===== config.mk =====
export PLATFORM = sky130hd
export DESIGN_NAME = log_motion
export DESIGN_NICKNAME = d
export VERILOG_FILES = /design/src/hdl/screen_pkg.sv /design/src/hdl/river_pkg.sv /design/src/hdl/log_motion.sv
export SDC_FILE = /design/constraint.sdc
export NUM_CORES = 1
export LEC_CHECK = 0
export BUFFER_PORTS_ARGS = -buffer_cell sky130_fd_sc_hd__buf_2
export CAP_MARGIN = 20
export CORE_MARGIN = 2
export CORE_UTILIZATION = 57
export CTS_CLUSTER_DIAMETER = 100
export DETAILED_ROUTE_END_ITERATION = 8
export PLACE_DENSITY = 0.82
export SETUP_SLACK_MARGIN = 0.1
export SLEW_MARGIN = 20
export SYNTH_ARGS = -nofsm -noshare
export SYNTH_HDL_FRONTEND = slang
export SYNTH_SLANG_ARGS = --single-unit

===== constraint.sdc =====
create_clock -name clk -period 5.45 [get_ports clk]
set_clock_uncertainty 0.1 [all_clocks]
set_input_delay 1.09 -clock clk [delete_from_list [all_inputs] [get_ports clk]]
set_output_delay 1.09 -clock clk [all_outputs]
set_load 0.05 [all_outputs]

===== src/hdl/screen_pkg.sv =====
`default_nettype none

package screen_pkg;

    typedef logic [9:0] coord_t;
    typedef logic [5:0] color_t;

    typedef struct packed {
        coord_t col;
        coord_t row;
    } pixel_t;

    localparam coord_t BLOCKSIZE = 10'd32;

    // visible playfield columns
    localparam coord_t X_OFFSET_LEFT  = 10'd96;
    localparam coord_t X_OFFSET_RIGHT = 10'd544;

    // circular track that log x positions live on
    localparam coord_t X_WRAP_LO = 10'd64;
    localparam coord_t X_WRAP_HI = 10'd576;
    localparam coord_t TRACK_LEN = 10'd512;

    localparam color_t COLOR_NONE = 6'b000000;
    localparam color_t LOG_BODY   = 6'b100010;
    localparam color_t LOG_GRAIN  = 6'b010001;
    localparam color_t LOG_KNOT   = 6'b010000;
    localparam color_t LOG_CAP    = 6'b110011;

endpackage

`default_nettype wire


===== src/hdl/river_pkg.sv =====
`default_nettype none

package river_pkg;

    import screen_pkg::*;

    localparam int NUM_LANES     = 6;
    localparam int LOGS_PER_LANE = 3;

    typedef struct packed {
        coord_t log2;
        coord_t log1;
        coord_t log0;
    } lane_logs_t;

    typedef lane_logs_t [NUM_LANES-1:0] river_state_t;

    typedef logic [1:0] level_t;

    // {local row[4:0], local column[4:0]}
    typedef logic [9:0] sprite_addr_t;

    localparam coord_t LANE_LENGTH [NUM_LANES] = '{10'd96, 10'd64, 10'd128, 10'd96, 10'd160, 10'd64};
    localparam coord_t LANE_SPEED [NUM_LANES] = '{10'd1, 10'd2, 10'd1, 10'd3, 10'd1, 10'd2};

    // bit k set when lane k moves right
    localparam logic [NUM_LANES-1:0] LANE_DIR_RIGHT = 6'b010101;

    // logs in a lane start about a third of the track apart
    localparam river_state_t LOG_START = '{
        0: '{log0: 10'd96,  log1: 10'd266, log2: 10'd436},
        1: '{log0: 10'd120, log1: 10'd290, log2: 10'd460},
        2: '{log0: 10'd80,  log1: 10'd250, log2: 10'd420},
        3: '{log0: 10'd140, log1: 10'd310, log2: 10'd480},
        4: '{log0: 10'd100, log1: 10'd270, log2: 10'd440},
        5: '{log0: 10'd160, log1: 10'd330, log2: 10'd500}
    };

    localparam coord_t LANE_Y [NUM_LANES] = '{
        1 * BLOCKSIZE, 2 * BLOCKSIZE, 3 * BLOCKSIZE,
        4 * BLOCKSIZE, 5 * BLOCKSIZE, 6 * BLOCKSIZE
    };

endpackage

`default_nettype wire


===== src/hdl/log_motion.sv =====
`timescale 1ns/1ns
`default_nettype none

module log_motion (
    input  logic                    clk,
    input  logic                    reset,
    input  logic                    frame_tick,
    input  river_pkg::level_t       level,
    output river_pkg::river_state_t logs
);

    import screen_pkg::*;
    import river_pkg::*;

    coord_t level_scale;
    coord_t lane_step [NUM_LANES];

    // one frame of movement on the circular track
    function automatic coord_t advance(
        input coord_t x,
        input coord_t step,
        input logic   right
    );
        coord_t nx;
        if (right) begin
            nx = x + step;
            if (nx >= X_WRAP_HI) begin
                nx = nx - TRACK_LEN;
            end
        end else begin
            nx = x - step;
            if (nx < X_WRAP_LO) begin
                nx = nx + TRACK_LEN;
            end
        end
        return nx;
    endfunction

    // level 0 runs at base speed, level 3 at four times
    assign level_scale = coord_t'(level) + coord_t'(1);

    always_comb begin
        for (int k = 0; k < NUM_LANES; k++) begin
            lane_step[k] = LANE_SPEED[k] * level_scale;
        end
    end

    always_ff @(posedge clk) begin
        if (reset) begin
            logs <= LOG_START;
        end else if (frame_tick) begin
            for (int k = 0; k < NUM_LANES; k++) begin
                logs[k].log0 <= advance(logs[k].log0, lane_step[k], LANE_DIR_RIGHT[k]);
                logs[k].log1 <= advance(logs[k].log1, lane_step[k], LANE_DIR_RIGHT[k]);
                logs[k].log2 <= advance(logs[k].log2, lane_step[k], LANE_DIR_RIGHT[k]);
            end
        end
    end

endmodule

`default_nettype wire


==> impl_results.md <==
- Max rail drop VDD: between 0.2 and 0.25 mV
- Delay-heaviest family, CP: adder cells
- Required @ worst endpoint: roughly 5700 ps
- Commonest cells post-synth: 174 x dfxtp_1, 133 x nor2_1, 78 x xor2_1, 77 x xnor2_1, 69 x nand2_1
- F_max: ~240 MHz
- Buffers and inverters on the worst path: 3
- Htree depth: 4
- Critical Path End Type: flop
- GRT Util Overall: between 20% and 30%
- Share of layout cells above drive strength 1: between 10% and 20%
- Rel. slew slack: 37.99%
- Post-place setup slack: ~900 ps
- Setup crit start kind: input pin
- Final worst path period need: around 4000 ps
- Max incr delay on CP: 690 ps
- FFs w/ async S/R, synth: 0%
- Avg Vias per Cell: about 5.5
- Switching fraction of total power: 37.63%
- Synth area leader: dfxtp_1
- Clk pin slew, worst setup/hold paths: around 70 ps
- Top-area cell type share of the netlist area: about a third
- Largest registers: logs x174
- P_leak: 4.856 nW
- Largest net degree at the start of global routing: 96
- Max-slew violation count: 0
- Cts bufs inserted: 17
- Crit-path cells: buf_2 -> inv_1 -> ha_2 -> xor2_1 -> buf_4 -> xor2_1 -> ha_1 -> a21oi_4 -> maj3_2 -> a21oi_2 -> a21oi_1 -> o311a_1 -> o32ai_2
- Cts hold-fix bufs: 0
- Vias in the first global route: 7926
- Row cnt: 48
- CTS root buffer: clkbuf_16
- Critical path class: in2reg
- CP dominant cell by count: xor2_1
- RSZ-0062 raised after global routing: false
- Clock power share: 30.0%
- Post-CTS Resized: 0
- Setup Buffers After CTS: 0
- Syn Area/Cell: ~8.6 um2
- Max reg flops: 174
- Status: finished, final reports clean
- Final setup margin: roughly 1300 ps
- Non-filler cells, final: roughly 1600
- Routed len/inst: ~15 um
- Area of the mapped netlist: roughly 10000 um2
- Dpl cell area: 11030 um2
- Die Width: between 100 and 150 um
- Hold_sp: logs[171]
- Global route overflow: 0
- Core Area: 17300 um2
- Synthesized flop and latch total: between 150 and 200
- Number of antenna diodes: 0
- Synth top area cells: dfxtp_1 35%, xor2_1 6.8%, xnor2_1 6.7%
- First-pass GRT wire length: approximately 37000 um
- Combinational Power Share: around 32%
- First drt pass iteration count: 5
- Core Util, Final: around 67%
- Final Hold Vio Count: 0
- Hold slack: ~390 ps
- Starting Density: between 50 and 60%
- Arr. time, crit path: 4370 ps
- # IOs: between 150 and 200
- GP Congestion: 0.8239
- XOR/XNOR share of the synthesized area: between 10 and 15%
- Main combinational cell family by area after synthesis: simple AND/OR/NAND/NOR gates
- Largest register by flop count: logs
- Initial antenna violation count: 0
- Fin crit share: 75.51%
- Crit Path Max Fanout: 28
- Post-synthesis compound-gate area fraction: roughly an eighth
- CTS Sinks: roughly 170
- Yosys cell types: 77
- Die Ht: between 100 and 150 um
- DR iter-0 viols: 465
- Setup violations, final: 0
- Area delta synth->final: 15.48%
- # Max-Cap Violations: 0
- EDFF count, synth: 0
- Crit-path slowest cell: ha_2
- Clock latency on the worst-skew pair: 430 ps
- Clock Path Buffers: 2
- Residual DRC count: 0
- Total power: between 4 and 5 mW
- Critical R2R Launch: logs[110]
- Post-Synth Simple-Gate Area: 22.92%
- Port Buffers: 178
- Mapped Cells: 1169
- Post-synthesis mux area share: under 10%
- Worst-margin pin slew: slightly above 900 ps
- Net Switching: around 1.5 mW
- Routed wire length: 22930 um
- Sequential Power Share: a little under two fifths
- Placed Instances: ~1500
- Post-route ant nets: 0
- Internal power: roughly 2.5 mW
- Critical Path Start: level[1]
- Setup TNS: 0 ps
- TritonCTS clock tree: done
- Vias: roughly 8600
- Sequential share of the synthesized area: between 30% and 40%
- Die area: ~19000 um2
- Post-Layout Inst Area: 11610 um2
- Min-delay worst type: reg2reg
- PD cells: roughly 350 nW/um2
- Nets@finish: between 1000 and 1500
- Synth Flop Type: dfxtp_1
- Ys Warns: 0
- Adder-cell share of the synthesized area: just over 8%
- Detailed placement HPWL: around 16000 um
- Most used standard cell by instance count after synthesis: dfxtp_1
metal layers:
layer  part of all wire [%]  global-route usage, %  wire length (um)
met2                     47                  41.22             10790
met5                      0                      0                 0
met3                    6.7                  7.296              1534
met4                    1.8                  7.847               409
met1                     44                  30.86             10190
tightest hold or removal path, stage by stage (launching register included):
cell and delay, ps:
dfxtp_1 320, nor2_1 80, a211oi_1 50
cell usage in the layout, fill, tap and decap left out, types with 18 or more instances in the layout:
cell / count
mux2i_1: 29
and3_1: 18
buf_2: 176
dfxtp_1: 174
nor3_1: 30
nand2_1: 69
nand4_1: 19
a21oi_1: 55
nand2b_1: 51
o21ai_0: 41
nor2b_1: 19
nor2_1: 133
xor2_1: 78
nand3_1: 33
ha_1: 48
xnor2_1: 77
inv_1: 33
area by class of cell:
cell class,count,area (um2)
multi-input cells,906,6155
repair buffers,188,983.4
flip-flops and latches,174,3483
clock inverters,10,113.9
fillers,1414,5688
inverters,34,127.6
clock buffers,22,464.2
well taps,225,281.5
power by group through the flow:
stage	sequential, mW	combinational (mW)	clock, mW
2_1_floorplan	1.91	0.668	0
3_3_place_gp	1.54	1.26	0
3_5_place_dp	1.55	1.28	0
4_1_cts	1.52	1.29	1.23
5_1_grt	1.54	1.41	1.28
6_report	1.53	1.29	1.21
cell families after synthesis:
family,count (synthesis)
AOI/OAI and AO/OA,200
xor gates and xnor gates,156
adders and majority gates,66
buffers and inverters,94
DFF,174
muxes,32
other,1
and+or+nand+nor,446
worst paths after layout:
check | endpoint | slack [ps] | depth (start not counted)
hold / removal | logs[171] | 390 | 2
setup / recovery | logs[99] | 1330 | 13
setup reg to reg | logs[119] | 3060 | 9
hold reg to reg | logs[171] | 390 | 2
Power figures use the tool's default switching activity.
