### config.mk
export PLATFORM = sky130hd
export DESIGN_NAME = log_pixel_gen
export DESIGN_NICKNAME = d
export VERILOG_FILES = /design/src/hdl/screen_pkg.sv /design/src/hdl/river_pkg.sv /design/src/hdl/log_pixel_gen.sv
export SDC_FILE = /design/constraint.sdc
export NUM_CORES = 1
export LEC_CHECK = 0
export ABC_AREA = 1
export BUFFER_PORTS_ARGS = -buffer_cell sky130_fd_sc_hd__buf_2
export CAP_MARGIN = 20
export CORE_UTILIZATION = 45
export DETAILED_ROUTE_END_ITERATION = 16
export PLACE_DENSITY = 0.78
export SLEW_MARGIN = 20
export SYNTH_ARGS = -nofsm -noshare
export SYNTH_HDL_FRONTEND = slang
export SYNTH_SLANG_ARGS = --single-unit
### constraint.sdc
create_clock -name clk -period 6.9 [get_ports clk]
set_input_delay 0.69 -clock clk [delete_from_list [all_inputs] [get_ports clk]]
set_output_delay 0.69 -clock clk [all_outputs]
set_load 0.01 [all_outputs]
### src/hdl/screen_pkg.sv
`default_nettype none

package screen_pkg;

    typedef logic [9:0] coord_t;
    typedef logic [5:0] color_t;

    typedef struct packed {
        coord_t col;
        coord_t row;
    } pixel_t;

    localparam coord_t BLOCKSIZE = 10'd32;

    // visible playfield columns
    localparam coord_t X_OFFSET_LEFT  = 10'd96;
    localparam coord_t X_OFFSET_RIGHT = 10'd544;

    // circular track that log x positions live on
    localparam coord_t X_WRAP_LO = 10'd64;
    localparam coord_t X_WRAP_HI = 10'd576;
    localparam coord_t TRACK_LEN = 10'd512;

    localparam color_t COLOR_NONE = 6'b000000;
    localparam color_t LOG_BODY   = 6'b100010;
    localparam color_t LOG_GRAIN  = 6'b010001;
    localparam color_t LOG_KNOT   = 6'b010000;
    localparam color_t LOG_CAP    = 6'b110011;

endpackage

`default_nettype wire

### src/hdl/river_pkg.sv
`default_nettype none

package river_pkg;

    import screen_pkg::*;

    localparam int NUM_LANES     = 6;
    localparam int LOGS_PER_LANE = 3;

    typedef struct packed {
        coord_t log2;
        coord_t log1;
        coord_t log0;
    } lane_logs_t;

    typedef lane_logs_t [NUM_LANES-1:0] river_state_t;

    typedef logic [1:0] level_t;

    // {local row[4:0], local column[4:0]}
    typedef logic [9:0] sprite_addr_t;

    localparam coord_t LANE_LENGTH [NUM_LANES] = '{10'd96, 10'd64, 10'd128, 10'd96, 10'd160, 10'd64};
    localparam coord_t LANE_SPEED [NUM_LANES] = '{10'd1, 10'd2, 10'd1, 10'd3, 10'd1, 10'd2};

    // bit k set when lane k moves right
    localparam logic [NUM_LANES-1:0] LANE_DIR_RIGHT = 6'b010101;

    // logs in a lane start about a third of the track apart
    localparam river_state_t LOG_START = '{
        0: '{log0: 10'd96,  log1: 10'd266, log2: 10'd436},
        1: '{log0: 10'd120, log1: 10'd290, log2: 10'd460},
        2: '{log0: 10'd80,  log1: 10'd250, log2: 10'd420},
        3: '{log0: 10'd140, log1: 10'd310, log2: 10'd480},
        4: '{log0: 10'd100, log1: 10'd270, log2: 10'd440},
        5: '{log0: 10'd160, log1: 10'd330, log2: 10'd500}
    };

    localparam coord_t LANE_Y [NUM_LANES] = '{
        1 * BLOCKSIZE, 2 * BLOCKSIZE, 3 * BLOCKSIZE,
        4 * BLOCKSIZE, 5 * BLOCKSIZE, 6 * BLOCKSIZE
    };

endpackage

`default_nettype wire

### src/hdl/log_pixel_gen.sv
`timescale 1ns/1ns
`default_nettype none

module log_pixel_gen (
    input  logic                    clk,
    input  logic                    reset,
    input  screen_pkg::pixel_t      pixel,
    input  river_pkg::river_state_t logs,
    output river_pkg::sprite_addr_t rom_addr,
    input  screen_pkg::color_t      rom_data,
    output screen_pkg::color_t      color
);

    import screen_pkg::*;
    import river_pkg::*;

    logic   in_window;
    logic   hit_c;
    logic   cap_c;
    coord_t local_col;
    coord_t local_row;

    logic   hit_s1;
    logic   cap_s1;
    logic   hit_s2;
    logic   cap_s2;

    assign in_window = (pixel.col >= X_OFFSET_LEFT) && (pixel.col < X_OFFSET_RIGHT);

    // hit test, lanes in order and logs in order, first match wins
    always_comb begin
        coord_t xs [LOGS_PER_LANE];
        coord_t off;
        hit_c     = 1'b0;
        cap_c     = 1'b0;
        local_col = '0;
        local_row = '0;
        off       = '0;
        for (int k = 0; k < NUM_LANES; k++) begin
            xs[0] = logs[k].log0;
            xs[1] = logs[k].log1;
            xs[2] = logs[k].log2;
            if (!hit_c && in_window &&
                pixel.row >= LANE_Y[k] && pixel.row < LANE_Y[k] + BLOCKSIZE) begin
                for (int j = 0; j < LOGS_PER_LANE; j++) begin
                    // columns left of x can only be the wrapped tail of the log
                    if (pixel.col >= xs[j]) begin
                        off = pixel.col - xs[j];
                    end else begin
                        off = pixel.col + TRACK_LEN - xs[j];
                    end
                    if (!hit_c && off < LANE_LENGTH[k]) begin
                        hit_c     = 1'b1;
                        cap_c     = (off == '0) || (off == LANE_LENGTH[k] - coord_t'(1));
                        local_col = off;
                        local_row = pixel.row - LANE_Y[k];
                    end
                end
            end
        end
    end

    // stage 1 feeds the sprite rom, stage 2 lines the flags up with its output
    always_ff @(posedge clk) begin
        if (reset) begin
            hit_s1 <= 1'b0;
            cap_s1 <= 1'b0;
            hit_s2 <= 1'b0;
            cap_s2 <= 1'b0;
        end else begin
            hit_s1 <= hit_c;
            cap_s1 <= cap_c;
            hit_s2 <= hit_s1;
            cap_s2 <= cap_s1;
        end
    end

    always_ff @(posedge clk) begin
        rom_addr <= {local_row[4:0], local_col[4:0]};
    end

    always_comb begin
        if (!hit_s2) begin
            color = COLOR_NONE;
        end else if (cap_s2) begin
            color = LOG_CAP;
        end else begin
            color = rom_data;
        end
    end

endmodule

`default_nettype wire

==> results_dict.tcl <==
set metrics [dict create \
    status "finished, final reports clean" \
    gp_congestion 0.953 \
    max_stage_delay_ns 0.70 \
    clock_latency_ns 0.25 \
    fillers 2590 \
    tightest_slew_ns 0.984 \
    synth_top_area_share_pct 19.9 \
    fin_setup_tns_ns 0 \
    clk_pin_slew_ns 0.05 \
    grtUsageTotal_pct 26.8 \
    ys_ff_latch 14 \
    crit_type "in2reg" \
    p_int_mw 0.595 \
    yosysTopAreaCell "ha_1" \
    syn_nets 2357 \
    place_area_um2 12800 \
    layout-drive-gt1-share_pct 12.7 \
    clk_path_buf_depth 2 \
    start_util_pct 46.2 \
    power-per-cell-area_nw_per_um2 105 \
    hold_viol_final 0 \
    grt-ovfl-total 0 \
    placed_cells 2498 \
    cpMostUsedCell "nand2_1" \
    hpwl_um 29000 \
    cpMaxStageDelayCell "inv_1" \
    rows 57 \
    min_period_ns 4.86 \
    core_area_um2 24500 \
    power_frac_clock_pct 9.4 \
    ys_seq_area_share_pct 2.48 \
    cts_setup_buffers 0 \
    stdcell_count 2504 \
    numCtsBuffers 3 \
    cp_top_family "simple AND/OR/NAND/NOR gates" \
    fmax_mhz 206 \
    drt_drc_violations_left 0 \
    routed-via-count 13033 \
    dieArea_um2 25700 \
    wl_um 35300 \
    syn2layout_area_growth_pct 14.3 \
    seqPwrFrac_pct 6.3 \
    grt_max_degree 27 \
    syn_inst 1951 \
    via_per_inst 5.20 \
    ioPinCount 224 \
    synth_area_leaders "ha_1, inv_1, nand2_1" \
    startpoint_type "input port" \
    postSynthAreaPerCell_um2 5.79 \
    synth-warning-count 0 \
    min_path_type "reg2reg" \
    timing.final.crit_share_pct 70.5 \
    antenna_left 0 \
    die_h_um 160 \
    fin_nets 2585 \
    grt_pass1_wl_um 57100 \
    cap_violations 0 \
    cts_tree "yes" \
    p_sw_mw 0.757 \
    p_leak_nw 7.69 \
    synth_ff_type "dfxtp_1" \
    power_switching_share_pct 56.0 \
    grt_pass1_vias 12101 \
    end_kind "flip-flop" \
    cp.buffers_inverters 4 \
    combPwrFrac_pct 84.3 \
    antenna_found_initial 2 \
    arrival_ns 5.02 \
    syn_area_um2 11300 \
    h-tree-depth 1 \
    portBuffers 223 \
    dr.pass1.iters 6 \
    die_x_um 160 \
    ys_async_sr_fraction_pct 0 \
    initialDrtViolationCount 842 \
    setup_viol 0 \
    slew_viol_final 0 \
    required_ns 7.05 \
    ys_types 59 \
    rsz0062_at_grt "false" \
    cts_hold_buffers 0 \
    stdcell_area_um2 12900 \
    skew_ns 0.00801 \
    routedWlPerCell_um 14.1 \
    ir_drop_uv 71.4 \
    cts_resized 0 \
    slew_headroom_pct 34.3 \
    cts_sinks 14 \
    cts-root-buf "clkbuf_16" \
    cp_max_fo 18 \
    synth_enable_flop_cells 0 \
]
[synth_stat cells, drive strengths merged (2+ instances only)]
cell type / n
clkinv: 2
a31o: 3
o31ai: 7
dfxtp: 14
nand2: 397
nor4: 13
a21oi: 156
o311ai: 4
o21ai: 80
nor3: 49
a31oi: 16
o21a: 2
nand3b: 10
o21bai: 21
nand3: 129
o2111ai: 4
nand4: 42
a211oi: 5
inv: 475
a221o: 5
o221ai: 8
xor2: 88
xnor2: 22
o22ai: 2
or2: 5
a41oi: 3
o211ai: 17
fa: 18
nor2: 156
a21o: 8
o41ai: 2
ha: 180
[kinds of logic (layout without fill, tap and decap cells)]
family / Yosys count / after routing / share of synthesized area [%]
and+or+nand+nor: 802 / 802 / 31.4
buffers and inverters: 478 / 705 / 15.9
AOI/OAI and AO/OA: 348 / 348 / 18.5
adders and majority gates: 198 / 198 / 23.1
xor gates and xnor gates: 110 / 110 / 8.53
DFF: 14 / 14 / 2.48
muxes: 1 / 1 / 0.0886
other: 0 / 2 / 0
[worst min-delay path: stages, from the launching register on]
cell,delay [ns]
dfxtp_1,0.29
inv_1,0.04
nor2_1,0.03
[state kept, by name, summed over array words and instances, names as in the netlist]
register / cells
rom_addr: 10
cap_s1: 1
cap_s2: 1
hit_s1: 1
hit_s2: 1
[cells in the final DEF, fill, tap and decap left out, types with 3 or more instances in the layout]
cell type / instances
a31oi_1: 16
a221o_1: 5
fa_1: 18
nor3_1: 47
nor2_1: 141
o31ai_1: 7
a21o_1: 7
o21ai_0: 70
dfxtp_1: 14
nand3b_1: 10
ha_1: 180
a211oi_1: 5
a41oi_1: 3
o221ai_1: 8
nand3_2: 3
o2111ai_1: 4
clkbuf_16: 3
buf_2: 223
a21oi_1: 156
nor4_1: 12
xor2_1: 88
inv_2: 5
o21ai_1: 9
nand2_2: 8
a31o_2: 3
nand3_1: 126
o21bai_1: 20
o211ai_1: 17
inv_1: 469
or2_2: 3
nand2_1: 388
nor2_2: 12
xnor2_1: 22
nor2_4: 3
nand4_1: 40
[stage by stage]
| step | util [%] | hold slack [ns] | power, mW | worst slack (ns) |
|---|---|---|---|---|
| after CTS | 52.8 | 0.404 | 1.34 | 2.04 |
| after detailed placement | 52.4 | 0.398 | 1.21 | 1.75 |
| after global placement | 52.4 | 0.391 | 1.19 | 1.97 |
| final | 52.8 | 0.401 | 1.35 | 2.04 |
| after global routing | 52.8 | 0.416 | 1.51 | 1.64 |
| after floorplan | - | 0.388 | 0.916 | 2.88 |
[power groups by stage]
stage / combinational [mW] / clock, mW / sequential (mW)
floorplan: 0.829 / 0 / 0.0869
global placement: 1.10 / 0 / 0.0867
detailed placement: 1.12 / 0 / 0.0867
CTS: 1.13 / 0.128 / 0.0850
global route: 1.29 / 0.131 / 0.0850
finish: 1.14 / 0.127 / 0.0850
[final timing paths]
| path | start | endpoint | slack (ns) | cells past startpoint |
|---|---|---|---|---|
| max | pixel[10] | cap_s1 | 2.04 | 29 |
| min | hit_s1 | hit_s2 | 0.40 | 2 |
| max reg2reg | cap_s1 | cap_s2 | 6.35 | 2 |
| min reg2reg | hit_s1 | hit_s2 | 0.40 | 2 |
[cell type report]
cell class | count | area, µm² | share of cell area (%)
multi-input cells | 1459 | 9220 | 71.4
clock buffers | 4 | 88.8 | 0.688
inverters | 477 | 1790 | 13.9
flip-flops and latches | 14 | 280 | 2.17
well taps | 324 | 405 | 3.14
diodes | 2 | 5.00 | 0.0388
repair buffers | 224 | 1120 | 8.70
[per-layer routing]
metal  up-vias  GRT usage [%]  wire, µm  share of wire (%)
li1       6827              -         -                  -
met1      5719           35.4     16500                 47
met2       412           44.8     15500                 44
met3        75           2.14      1820                5.1
met4         0           11.5      1510                4.3
met5         -              0         0                  0
Power figures use the tool's default switching activity.
